[config.mk]
export PLATFORM = sky130hd
export DESIGN_NAME = event_core
export DESIGN_NICKNAME = d
export VERILOG_FILES = /design/src/hdl/object_pkg.sv /design/src/hdl/player_pkg.sv /design/src/hdl/frame_control.sv /design/src/hdl/alien_table.sv /design/src/hdl/laser_unit.sv /design/src/hdl/distance_sorter.sv /design/src/hdl/event_core.sv
export VERILOG_INCLUDE_DIRS = /design/src /design/src/include
export SDC_FILE = /design/constraint.sdc
export NUM_CORES = 2
export LEC_CHECK = 0
export BUFFER_PORTS_ARGS = -buffer_cell sky130_fd_sc_hd__buf_4
export CAP_MARGIN = 20
export CORE_MARGIN = 2
export CORE_UTILIZATION = 28
export CTS_BUF_LIST = sky130_fd_sc_hd__clkbuf_16
export DETAILED_ROUTE_END_ITERATION = 7
export GPL_ROUTABILITY_DRIVEN = 0
export SETUP_SLACK_MARGIN = 0.02
export SLEW_MARGIN = 5
export SYNTH_ARGS = -nofsm -noshare
export SYNTH_HDL_FRONTEND = slang
export SYNTH_SLANG_ARGS = --single-unit
[constraint.sdc]
create_clock -name clk_frame -period 12.9 [get_ports clk_frame]
set_input_delay 2.58 -clock clk_frame [delete_from_list [all_inputs] [get_ports clk_frame]]
set_output_delay 2.58 -clock clk_frame [all_outputs]
set_load 0.02 [all_outputs]
[src/include/event_core_cfg.svh]
`ifndef EVENT_CORE_CFG_SVH
`define EVENT_CORE_CFG_SVH

// Field size.
`define OBJ_LIMIT 8
`define R_LIMIT   15   // Rim radius, also the laser's last step.
`define ANGLE_MAX 359

// Half-width of the laser cone, in degrees.
`define LSR_WIDTH 10

// Frame counter bits that pace the game.
`define MOVE_BIT  7
`define ANIM_BIT  4
`define DIE_BIT   2
`define SWING_BIT 6

`define SCORE_W   16

`endif

[src/hdl/object_pkg.sv]
package object_pkg;

    typedef enum logic [1:0] {
        ST_INACTIVE = 2'd0,
        ST_ACTIVE   = 2'd1,
        ST_DYING    = 2'd2
    } alien_state_t;

    // Movement pattern.
    typedef enum logic [1:0] {
        KIND_0 = 2'd0,  // Swings with the counter.
        KIND_1 = 2'd1,  // Swings against type 0.
        KIND_2 = 2'd2,  // Fast walk, rising angle.
        KIND_3 = 2'd3   // Fast walk, falling angle.
    } alien_kind_t;

    typedef struct packed {
        logic [3:0]   r;          // Distance from the player.
        logic [8:0]   theta;      // Degrees, 0 to 359.
        logic [3:0]   hp;
        alien_state_t state;
        alien_kind_t  kind;
        logic [1:0]   frame_num;  // Animation frame.
        logic [1:0]   spare;
    } alien_t;

    // Slot number, also one entry of the sorter's permutation.
    typedef logic [2:0] slot_idx_t;

endpackage

[src/hdl/player_pkg.sv]
package player_pkg;

    // Firing directions, deg = dir * 90 + 45.
    typedef enum logic [1:0] {
        DIR_45  = 2'd0,
        DIR_135 = 2'd1,
        DIR_225 = 2'd2,
        DIR_315 = 2'd3
    } dir_t;

    typedef struct packed {
        logic       active;
        logic [3:0] r;
        logic [8:0] deg;
    } laser_t;

    typedef struct packed {
        logic                  valid;
        object_pkg::slot_idx_t slot;
        logic                  kill;   // Last hit point gone.
    } hit_t;

    typedef struct packed {
        logic advance;  // Frame steps this cycle.
        logic move;
        logic anim;
        logic die;
        logic swing;    // Direction for types 0 and 1.
        logic odd;      // Double step for types 2 and 3.
    } frame_tick_t;

endpackage

[src/hdl/frame_control.sv]
`timescale 1ns/100ps
`include "event_core_cfg.svh"

module frame_control (
    input  logic                    clk_frame,
    input  logic                    rst,
    input  logic                    en,
    output player_pkg::frame_tick_t tick
);

    logic [15:0] frame_cnt;
    logic [2:0]  watch_bits;  // {move, anim, die}.
    logic [2:0]  watch_prev;
    logic [2:0]  watch_rise;

    assign watch_bits = {frame_cnt[`MOVE_BIT], frame_cnt[`ANIM_BIT], frame_cnt[`DIE_BIT]};

    // History moves with the counter and an edge waits for the next enabled frame.
    always_ff @(posedge clk_frame or posedge rst) begin
        if (rst) begin
            frame_cnt  <= '0;
            watch_prev <= '0;
        end else if (en) begin
            frame_cnt  <= frame_cnt + 16'd1;
            watch_prev <= watch_bits;
        end
    end

    assign watch_rise = watch_bits & ~watch_prev & {3{en}};

    always_comb begin
        tick.advance = en;
        tick.move    = watch_rise[2];
        tick.anim    = watch_rise[1];
        tick.die     = watch_rise[0];
        tick.swing   = frame_cnt[`SWING_BIT];
        tick.odd     = frame_cnt[0];
    end

    //////////////////////////////
    // Strobes only mark frames in which the counter steps.
    assert property (@(posedge clk_frame) disable iff (rst)
        (tick.move || tick.anim || tick.die) |=> frame_cnt == $past(frame_cnt) + 16'd1);

    // A move strobe is consumed by exactly one frame.
    assert property (@(posedge clk_frame) disable iff (rst)
        tick.move |=> !tick.move);

    // Same for the death animation.
    assert property (@(posedge clk_frame) disable iff (rst)
        tick.die |=> !tick.die);

endmodule

[src/hdl/alien_table.sv]
`timescale 1ns/100ps
`include "event_core_cfg.svh"

module alien_table (
    input  logic                    clk_frame,
    input  logic                    rst,
    input  player_pkg::frame_tick_t tick,
    input  logic                    spawn_object,
    input  object_pkg::alien_t      spawn_data,
    input  player_pkg::hit_t        hit,
    output object_pkg::alien_t      slots [`OBJ_LIMIT],
    output logic                    all_clear,
    output logic                    game_over,
    output logic [3:0]              object_count
);

    import object_pkg::*;

    localparam alien_t IDLE_SLOT = '{
        r:         4'(`R_LIMIT),
        theta:     '0,
        hp:        '0,
        state:     ST_INACTIVE,
        kind:      KIND_0,
        frame_num: '0,
        spare:     '0
    };

    alien_t    slots_next [`OBJ_LIMIT];
    alien_t    spawn_rec;
    logic      free_found;
    slot_idx_t free_idx;

    // One angular step with wrap at the full circle.
    function automatic logic [8:0] theta_step(input logic [8:0] theta, input logic up,
                                              input logic [1:0] step);
        logic [9:0] sum;
        sum = 10'(theta) + 10'(step);
        if (up) begin
            theta_step = (sum > `ANGLE_MAX) ? 9'(sum - (`ANGLE_MAX + 1)) : sum[8:0];
        end else if (theta < 9'(step)) begin
            theta_step = 9'(theta + (`ANGLE_MAX + 1) - step);
        end else begin
            theta_step = theta - 9'(step);
        end
    endfunction

    //////////////////////////////
    // Spawn target.
    always_comb begin
        free_found = 1'b0;
        free_idx   = '0;
        for (int i = 0; i < `OBJ_LIMIT; i++) begin
            if (!free_found && slots[i].state == ST_INACTIVE) begin
                free_found = 1'b1;
                free_idx   = slot_idx_t'(i);
            end
        end
    end

    always_comb begin
        spawn_rec       = spawn_data;
        spawn_rec.state = ST_ACTIVE;  // New aliens enter alive.
        spawn_rec.spare = '0;
    end

    //////////////////////////////
    // Per-slot update.
    always_comb begin
        logic       up;
        logic [1:0] step;
        for (int i = 0; i < `OBJ_LIMIT; i++) begin
            slots_next[i] = slots[i];
            up            = 1'b1;
            step          = 2'd1;
            case (slots[i].state)
                ST_ACTIVE: begin
                    if (tick.move && slots[i].r != '0)
                        slots_next[i].r = slots[i].r - 4'd1;
                    case (slots[i].kind)
                        KIND_0: up = !tick.swing;
                        KIND_1: up = tick.swing;
                        KIND_2: step = tick.odd ? 2'd2 : 2'd1;  // 1.5 times as fast.
                        default: begin
                            up   = 1'b0;
                            step = tick.odd ? 2'd2 : 2'd1;
                        end
                    endcase
                    slots_next[i].theta = theta_step(slots[i].theta, up, step);
                    if (tick.anim)
                        slots_next[i].frame_num[0] = ~slots[i].frame_num[0];
                    if (hit.valid && hit.slot == slot_idx_t'(i)) begin
                        slots_next[i].hp = slots[i].hp - 4'd1;
                        if (hit.kill) begin
                            slots_next[i].state     = ST_DYING;
                            slots_next[i].frame_num = 2'd2;  // First death frame.
                        end
                    end
                end
                ST_DYING: begin
                    if (tick.die) begin
                        if (slots[i].frame_num == 2'd3)
                            slots_next[i] = IDLE_SLOT;
                        else
                            slots_next[i].frame_num = slots[i].frame_num + 2'd1;
                    end
                end
                default: ;
            endcase
            if (spawn_object && free_found && free_idx == slot_idx_t'(i))
                slots_next[i] = spawn_rec;
        end
    end

    always_ff @(posedge clk_frame or posedge rst) begin
        if (rst) begin
            for (int i = 0; i < `OBJ_LIMIT; i++)
                slots[i] <= IDLE_SLOT;
        end else if (tick.advance) begin
            slots <= slots_next;
        end
    end

    //////////////////////////////
    // Status flags.
    always_comb begin
        all_clear    = 1'b1;
        game_over    = 1'b0;
        object_count = '0;
        for (int i = 0; i < `OBJ_LIMIT; i++) begin
            if (slots[i].state != ST_INACTIVE)
                all_clear = 1'b0;
            if (slots[i].state == ST_ACTIVE) begin
                object_count = object_count + 4'd1;
                if (slots[i].r == '0)
                    game_over = 1'b1;  // Reached the player.
            end
        end
    end

    // Reported hits only ever land on live aliens.
    assert property (@(posedge clk_frame) disable iff (rst)
        hit.valid |-> slots[hit.slot].state == ST_ACTIVE);

endmodule

[src/hdl/laser_unit.sv]
`timescale 1ns/100ps
`include "event_core_cfg.svh"

module laser_unit (
    input  logic                    clk_frame,
    input  logic                    rst,
    input  player_pkg::frame_tick_t tick,
    input  logic                    spawn_laser,
    input  player_pkg::dir_t        dir,
    input  object_pkg::alien_t      slots [`OBJ_LIMIT],
    output player_pkg::laser_t      laser,
    output player_pkg::hit_t        hit,
    output logic [`SCORE_W-1:0]     score
);

    import object_pkg::*;
    import player_pkg::*;

    localparam logic [`SCORE_W-1:0] KILL_POINTS = 100;
    localparam logic [`SCORE_W-1:0] HIT_POINTS  = 10;

    hit_t   found;   // First alien in the beam before gating.
    laser_t shot;
    logic   at_rim;

    // Laser angles sit at 45 + k*90 and the cone never wraps past zero.
    function automatic logic in_cone(input logic [8:0] theta, input logic [8:0] deg);
        logic [8:0] diff;
        diff    = (theta > deg) ? theta - deg : deg - theta;
        in_cone = diff <= 9'(`LSR_WIDTH);
    endfunction

    always_comb begin
        found = '0;
        for (int i = 0; i < `OBJ_LIMIT; i++) begin
            if (!found.valid && slots[i].state == ST_ACTIVE && slots[i].r == laser.r
                && in_cone(slots[i].theta, laser.deg)) begin
                found.valid = 1'b1;
                found.slot  = slot_idx_t'(i);
                found.kill  = slots[i].hp == 4'd1;
            end
        end
    end

    assign at_rim = laser.r == 4'(`R_LIMIT);

    always_comb begin
        hit       = found;
        hit.valid = found.valid && laser.active && tick.advance && !at_rim;
        hit.kill  = found.kill && hit.valid;
    end

    always_comb begin
        shot.active = 1'b1;
        shot.r      = '0;
        shot.deg    = 9'(dir) * 9'd90 + 9'd45;
    end

    always_ff @(posedge clk_frame or posedge rst) begin
        if (rst) begin
            laser <= '0;
            score <= '0;
        end else if (tick.advance) begin
            if (laser.active) begin
                if (at_rim) begin
                    laser.active <= 1'b0;
                end else if (hit.valid) begin
                    laser.active <= 1'b0;
                    score        <= score + (hit.kill ? KILL_POINTS : HIT_POINTS);
                end else begin
                    laser.r <= laser.r + 4'd1;
                end
            end else if (spawn_laser) begin
                laser <= shot;
            end
        end
    end

    // A live beam either steps out by one or retires.
    assert property (@(posedge clk_frame) disable iff (rst)
        (laser.active && tick.advance) |=>
        !laser.active || 5'(laser.r) == 5'($past(laser.r)) + 5'd1);

endmodule

[src/hdl/distance_sorter.sv]
`timescale 1ns/100ps
`include "event_core_cfg.svh"

module distance_sorter (
    input  logic               clk_frame,
    input  logic               rst,
    input  object_pkg::alien_t unordered [`OBJ_LIMIT],
    output object_pkg::alien_t ordered   [`OBJ_LIMIT]
);

    import object_pkg::*;

    localparam int N      = `OBJ_LIMIT;
    localparam int LOG_N  = $clog2(N);
    localparam int STAGES = LOG_N * (LOG_N + 1) / 2;

    // Slot index carried on each wire after each stage.
    slot_idx_t perm [STAGES+1][N];

    //////////////////////////////
    // Batcher odd-even merge network, compare-exchange on indices.
    generate
        for (genvar x = 0; x < N; x++) begin : g_seed
            assign perm[0][x] = slot_idx_t'(x);
        end

        for (genvar pl = 0; pl < LOG_N; pl++) begin : g_merge
            for (genvar kd = 0; kd <= pl; kd++) begin : g_step
                localparam int P   = 1 << pl;
                localparam int K   = 1 << (pl - kd);
                localparam int S   = pl * (pl + 1) / 2 + kd;
                localparam int OFS = K % P;
                for (genvar x = 0; x < N; x++) begin : g_wire
                    // Lower end of a pair, both ends in one 2P block.
                    localparam bit LOW = (x >= OFS) && (((x - OFS) % (2 * K)) < K)
                                         && (x + K < N) && ((x / (2 * P)) == ((x + K) / (2 * P)));
                    localparam bit HIGH = (x >= K + OFS) && (((x - K - OFS) % (2 * K)) < K)
                                          && (((x - K) / (2 * P)) == (x / (2 * P)));
                    if (LOW) begin : g_low
                        assign perm[S+1][x] =
                            (unordered[perm[S][x]].r > unordered[perm[S][x+K]].r)
                            ? perm[S][x+K] : perm[S][x];
                    end else if (HIGH) begin : g_high
                        assign perm[S+1][x] =
                            (unordered[perm[S][x-K]].r > unordered[perm[S][x]].r)
                            ? perm[S][x-K] : perm[S][x];
                    end else begin : g_pass
                        assign perm[S+1][x] = perm[S][x];
                    end
                end
            end
        end
    endgenerate

    //////////////////////////////
    // Gather records, one cycle behind the table.
    always_ff @(posedge clk_frame) begin
        for (int i = 0; i < N; i++)
            ordered[i] <= unordered[perm[STAGES][i]];
    end

    generate
        for (genvar x = 0; x + 1 < N; x++) begin : g_check
            assert property (@(posedge clk_frame) disable iff (rst)
                ordered[x].r <= ordered[x+1].r);  // Nearest first.
        end
    endgenerate

endmodule

[src/hdl/event_core.sv]
`timescale 1ns/100ps
`include "event_core_cfg.svh"

module event_core (
    input  logic                 clk_frame,
    input  logic                 rst,
    input  logic                 en,
    input  logic                 spawn_laser,
    input  player_pkg::dir_t     dir,
    input  logic                 spawn_object,
    input  object_pkg::alien_t   spawn_data,
    output logic [`SCORE_W-1:0]  score,
    output logic                 all_clear,
    output logic                 game_over,
    output logic [3:0]           object_count,
    output player_pkg::laser_t   laser,
    output object_pkg::alien_t   sorted_aliens [`OBJ_LIMIT]
);

    import object_pkg::*;
    import player_pkg::*;

    frame_tick_t tick;
    hit_t        hit;
    alien_t      slots [`OBJ_LIMIT];

    frame_control frame_control_inst (
        .clk_frame (clk_frame),
        .rst       (rst),
        .en        (en),
        .tick      (tick)
    );

    alien_table alien_table_inst (
        .clk_frame    (clk_frame),
        .rst          (rst),
        .tick         (tick),
        .spawn_object (spawn_object),
        .spawn_data   (spawn_data),
        .hit          (hit),
        .slots        (slots),
        .all_clear    (all_clear),
        .game_over    (game_over),
        .object_count (object_count)
    );

    laser_unit laser_unit_inst (
        .clk_frame   (clk_frame),
        .rst         (rst),
        .tick        (tick),
        .spawn_laser (spawn_laser),
        .dir         (dir),
        .slots       (slots),
        .laser       (laser),
        .hit         (hit),
        .score       (score)
    );

    distance_sorter distance_sorter_inst (
        .clk_frame (clk_frame),
        .rst       (rst),
        .unordered (slots),
        .ordered   (sorted_aliens)
    );

endmodule

==> flow_summary.ini <==
[yosys]
synth.area.mux_share_pct = 20.8
syn_area_um2 = 48300
synthXorXnorAreaFrac_pct = 4.59
yosys-top-cells-count = nand2_1 (690), o21ai_0 (442), ha_1 (413)
async_reset_ff_share_pct = 54.8
syn_inst = 5695
synth_adder_area_share_pct = 12.4
synth_compound_area_share_pct = 20.7
synth_top_family_by_area = multiplexers
yosysUniqueCellTypes = 109
avgSynthCellArea_um2 = 8.47
ys_seq_area_share_pct = 19.3
synth_top_area_share_pct = 15.1
ys.flop_type = dfrtp_1
synthTopCellsByArea = mux4_2 (15%), ha_1 (11%), dfrtp_1 (9.9%), dfxtp_1 (7.6%), nand2_1 (5.4%)
yosysWarnings = 0
synth-simple-area-share_pct = 15.7
yosysTopAreaCell = mux4_2
synth_edf_count = 0
ys_ff_latch = 407
synth.most_common_cell = nand2_1

[grt]
grt.overflow.total = 0
antenna_found_initial = 28
grtUsageTotal_pct = 24.8
grt_pass1_wl_um = 321000
grt_max_degree = 119
grt_pass1_vias = 45900

[clocking]
clk_latency_ns = 0.69
root_buffer = clkbuf_16
cts_buffer_depth = 3
cts_max_level = 2
cts_tree = built
clk_pin_slew_ns = 0.06
cts_sinks = 407
cts_hold_buf = 0
numCtsBuffers = 48

[detailed_routing]
wirelength_um = 228000
drcViolationCount = 0
dr_total_vias = 49700
wire_per_inst_um = 28.0
first_pass_iters = 8
via_per_inst = 6.10
drtIter0Drc = 6779
ant_nets = 0

[critical_path]
cp-end-kind = register
max_stage_delay_ns = 0.53
worst-endpoint-required_ns = 13.48
reg2reg_depth = 60
criticalPathCategory = reg -> reg
cp_max_fo = 40
r2r_setup_slack_ns = 0.62
arrival_ns = 12.86
worstSetupStartpointType = register
worstReg2RegStart = alien_table_inst.slots[122]
r2r-end = distance_sorter_inst.ordered[109]
crit_slowest_cell = dfstp_2

[sta]
period_minus_slack_ns = 12.28
finalHoldViolCount = 0
relSlewSlack_pct = 8.23
slew_viol_final = 0
rsz0062_at_grt = true
clock_skew_ns = 0.0701
setup_slack_ns = 0.617
tightest_slew_ns = 1.37
setup_viol = 0
fmax_mhz = 81.4
min_period_over_period_pct = 95.2
setup_tns_ns = 0

[cells_and_area]
layout-drive-gt1-share_pct = 20.5
stdcell_count = 8151
fin_util_pct = 32.5
areaGrowthSynthToFinish_pct = 15.3
nNetsFinal = 6270
fillers = 17700

[floorplanning]
core_um2 = 171000
start_util_pct = 28.2
die-area_um2 = 176000
rows = 152
fp.dieH_um = 419
fp.dieW_um = 419
ios = 268

[worst_hold_path]
hold_path_end = laser_unit_inst.score[15]
hold_path_depth = 1
worstHoldStart = laser_unit_inst.score[15]
min_path_type = reg -> reg

[placed_design]
io_buffers = 246
dpl.cell_count = 8023
post-dp-hpwl_um = 165000
place_ws_ns = 0.162

[run_status]
status = finished, final reports clean

[flow_run]
maxCapViolCount = 0
==> stage by stage <==
| step | hold WS, ns | instance area (um2) |
|---|---|---|
| finish | 0.473 | 55600 |
| global route | 0.500 | 55600 |
| floorplan | 0.461 | 48400 |
| detailed placement | 0.463 | 53500 |
| global placement | 0.464 | 53500 |
| CTS | 0.479 | 55100 |
==> routing by layer <==
metal	part of all wire [%]	vias up	track usage, %
met5	0.046	-	0
met4	11	16	21.3
met3	13	1049	7.68
met2	42	3752	36.7
met1	35	23900	29.0
li1	-	21000	-
==> logic make-up (layout without fill, tap and decap cells) <==
| logic type | Yosys count | after routing |
|---|---|---|
| adder cells (fa/ha/maj) | 454 | 454 |
| AO/OA/AOI/OAI | 1558 | 1558 |
| XOR/XNOR | 253 | 253 |
| flip-flops | 407 | 407 |
| multiplexers | 574 | 574 |
| buffers and inverters | 785 | 898 |
| AND/OR/NAND/NOR | 1663 | 1663 |
| other | 1 | 34 |
==> cell type report <==
class | count | area [um2] | area share [%]
inverter | 289 | 1090 | 1.97
antenna | 17 | 42.5 | 0.0765
sequential | 407 | 9300 | 16.7
multi-input combinational | 4519 | 36300 | 65.3
clock inverter | 39 | 327 | 0.587
timing repair buffer | 519 | 4360 | 7.84
clock buffer | 51 | 1280 | 2.29
tap | 2310 | 2890 | 5.20
==> layout by cell type, fill, tap and decap left out, types with 56 or more instances in the layout <==
cell / netlist / layout
nand2_1: 690 / 690
buf_4: 28 / 476
o21ai_0: 442 / 431
ha_1: 413 / 413
nor2_1: 351 / 342
a21oi_1: 335 / 328
mux4_2: 324 / 324
inv_1: 259 / 260
dfrtp_1: 191 / 191
dfxtp_1: 184 / 184
xnor2_1: 180 / 180
o211ai_1: 162 / 162
nand3_1: 159 / 159
mux2_2: 116 / 110
nor3_1: 102 / 102
mux2i_1: 121 / 100
nor2b_1: 81 / 81
a211oi_1: 79 / 79
xor2_1: 73 / 73
nand2b_1: 67 / 67
a31oi_1: 65 / 65
a21o_1: 62 / 61
clkbuf_16: 0 / 56
==> repair_timing <==
| action | in CTS | in global routing |
|---|---|---|
| gates resized for setup | 0 | 45 |
| endpoints found under the setup margin | 0 | 138 |
| setup buffers | 0 | 12 |
==> state kept, by name (all words and copies together), names as in the netlist <==
signal and count:
alien_table_inst.slots 184, distance_sorter_inst.ordered 184, laser_unit_inst.score 15, laser_unit_inst.laser 13, frame_control_inst.frame_cnt 8, frame_control_inst.watch_prev 3
==> critical path: cells and delay by family, from the launching register on <==
kind | cells | cell delay (ns)
compound gates | 28 | 4.88
mux | 6 | 2.48
fa+ha+maj | 6 | 1.74
simple gates | 14 | 1.40
buf+inv | 6 | 1.11
flops | 1 | 0.53
==> how the worst max path moves through the flow <==
| stage | startpoint | endpoint | slack (ns) | depth (start not counted) |
|---|---|---|---|---|
| after floorplan | alien_table_inst.slots[172] | distance_sorter_inst.ordered[53] | 0.03 | 65 |
| after global placement | alien_table_inst.slots[172] | distance_sorter_inst.ordered[102] | 0.21 | 59 |
| after detailed placement | alien_table_inst.slots[172] | distance_sorter_inst.ordered[102] | 0.16 | 62 |
| after CTS | alien_table_inst.slots[172] | distance_sorter_inst.ordered[102] | 0.11 | 60 |
| after global routing | alien_table_inst.slots[172] | distance_sorter_inst.ordered[109] | -0.02 | 64 |
| final | alien_table_inst.slots[122] | distance_sorter_inst.ordered[109] | 0.62 | 60 |
Power is left out: the tool's default activity adds up to more than one toggle a clock period on the data nets, which glitch-free logic cannot reach.
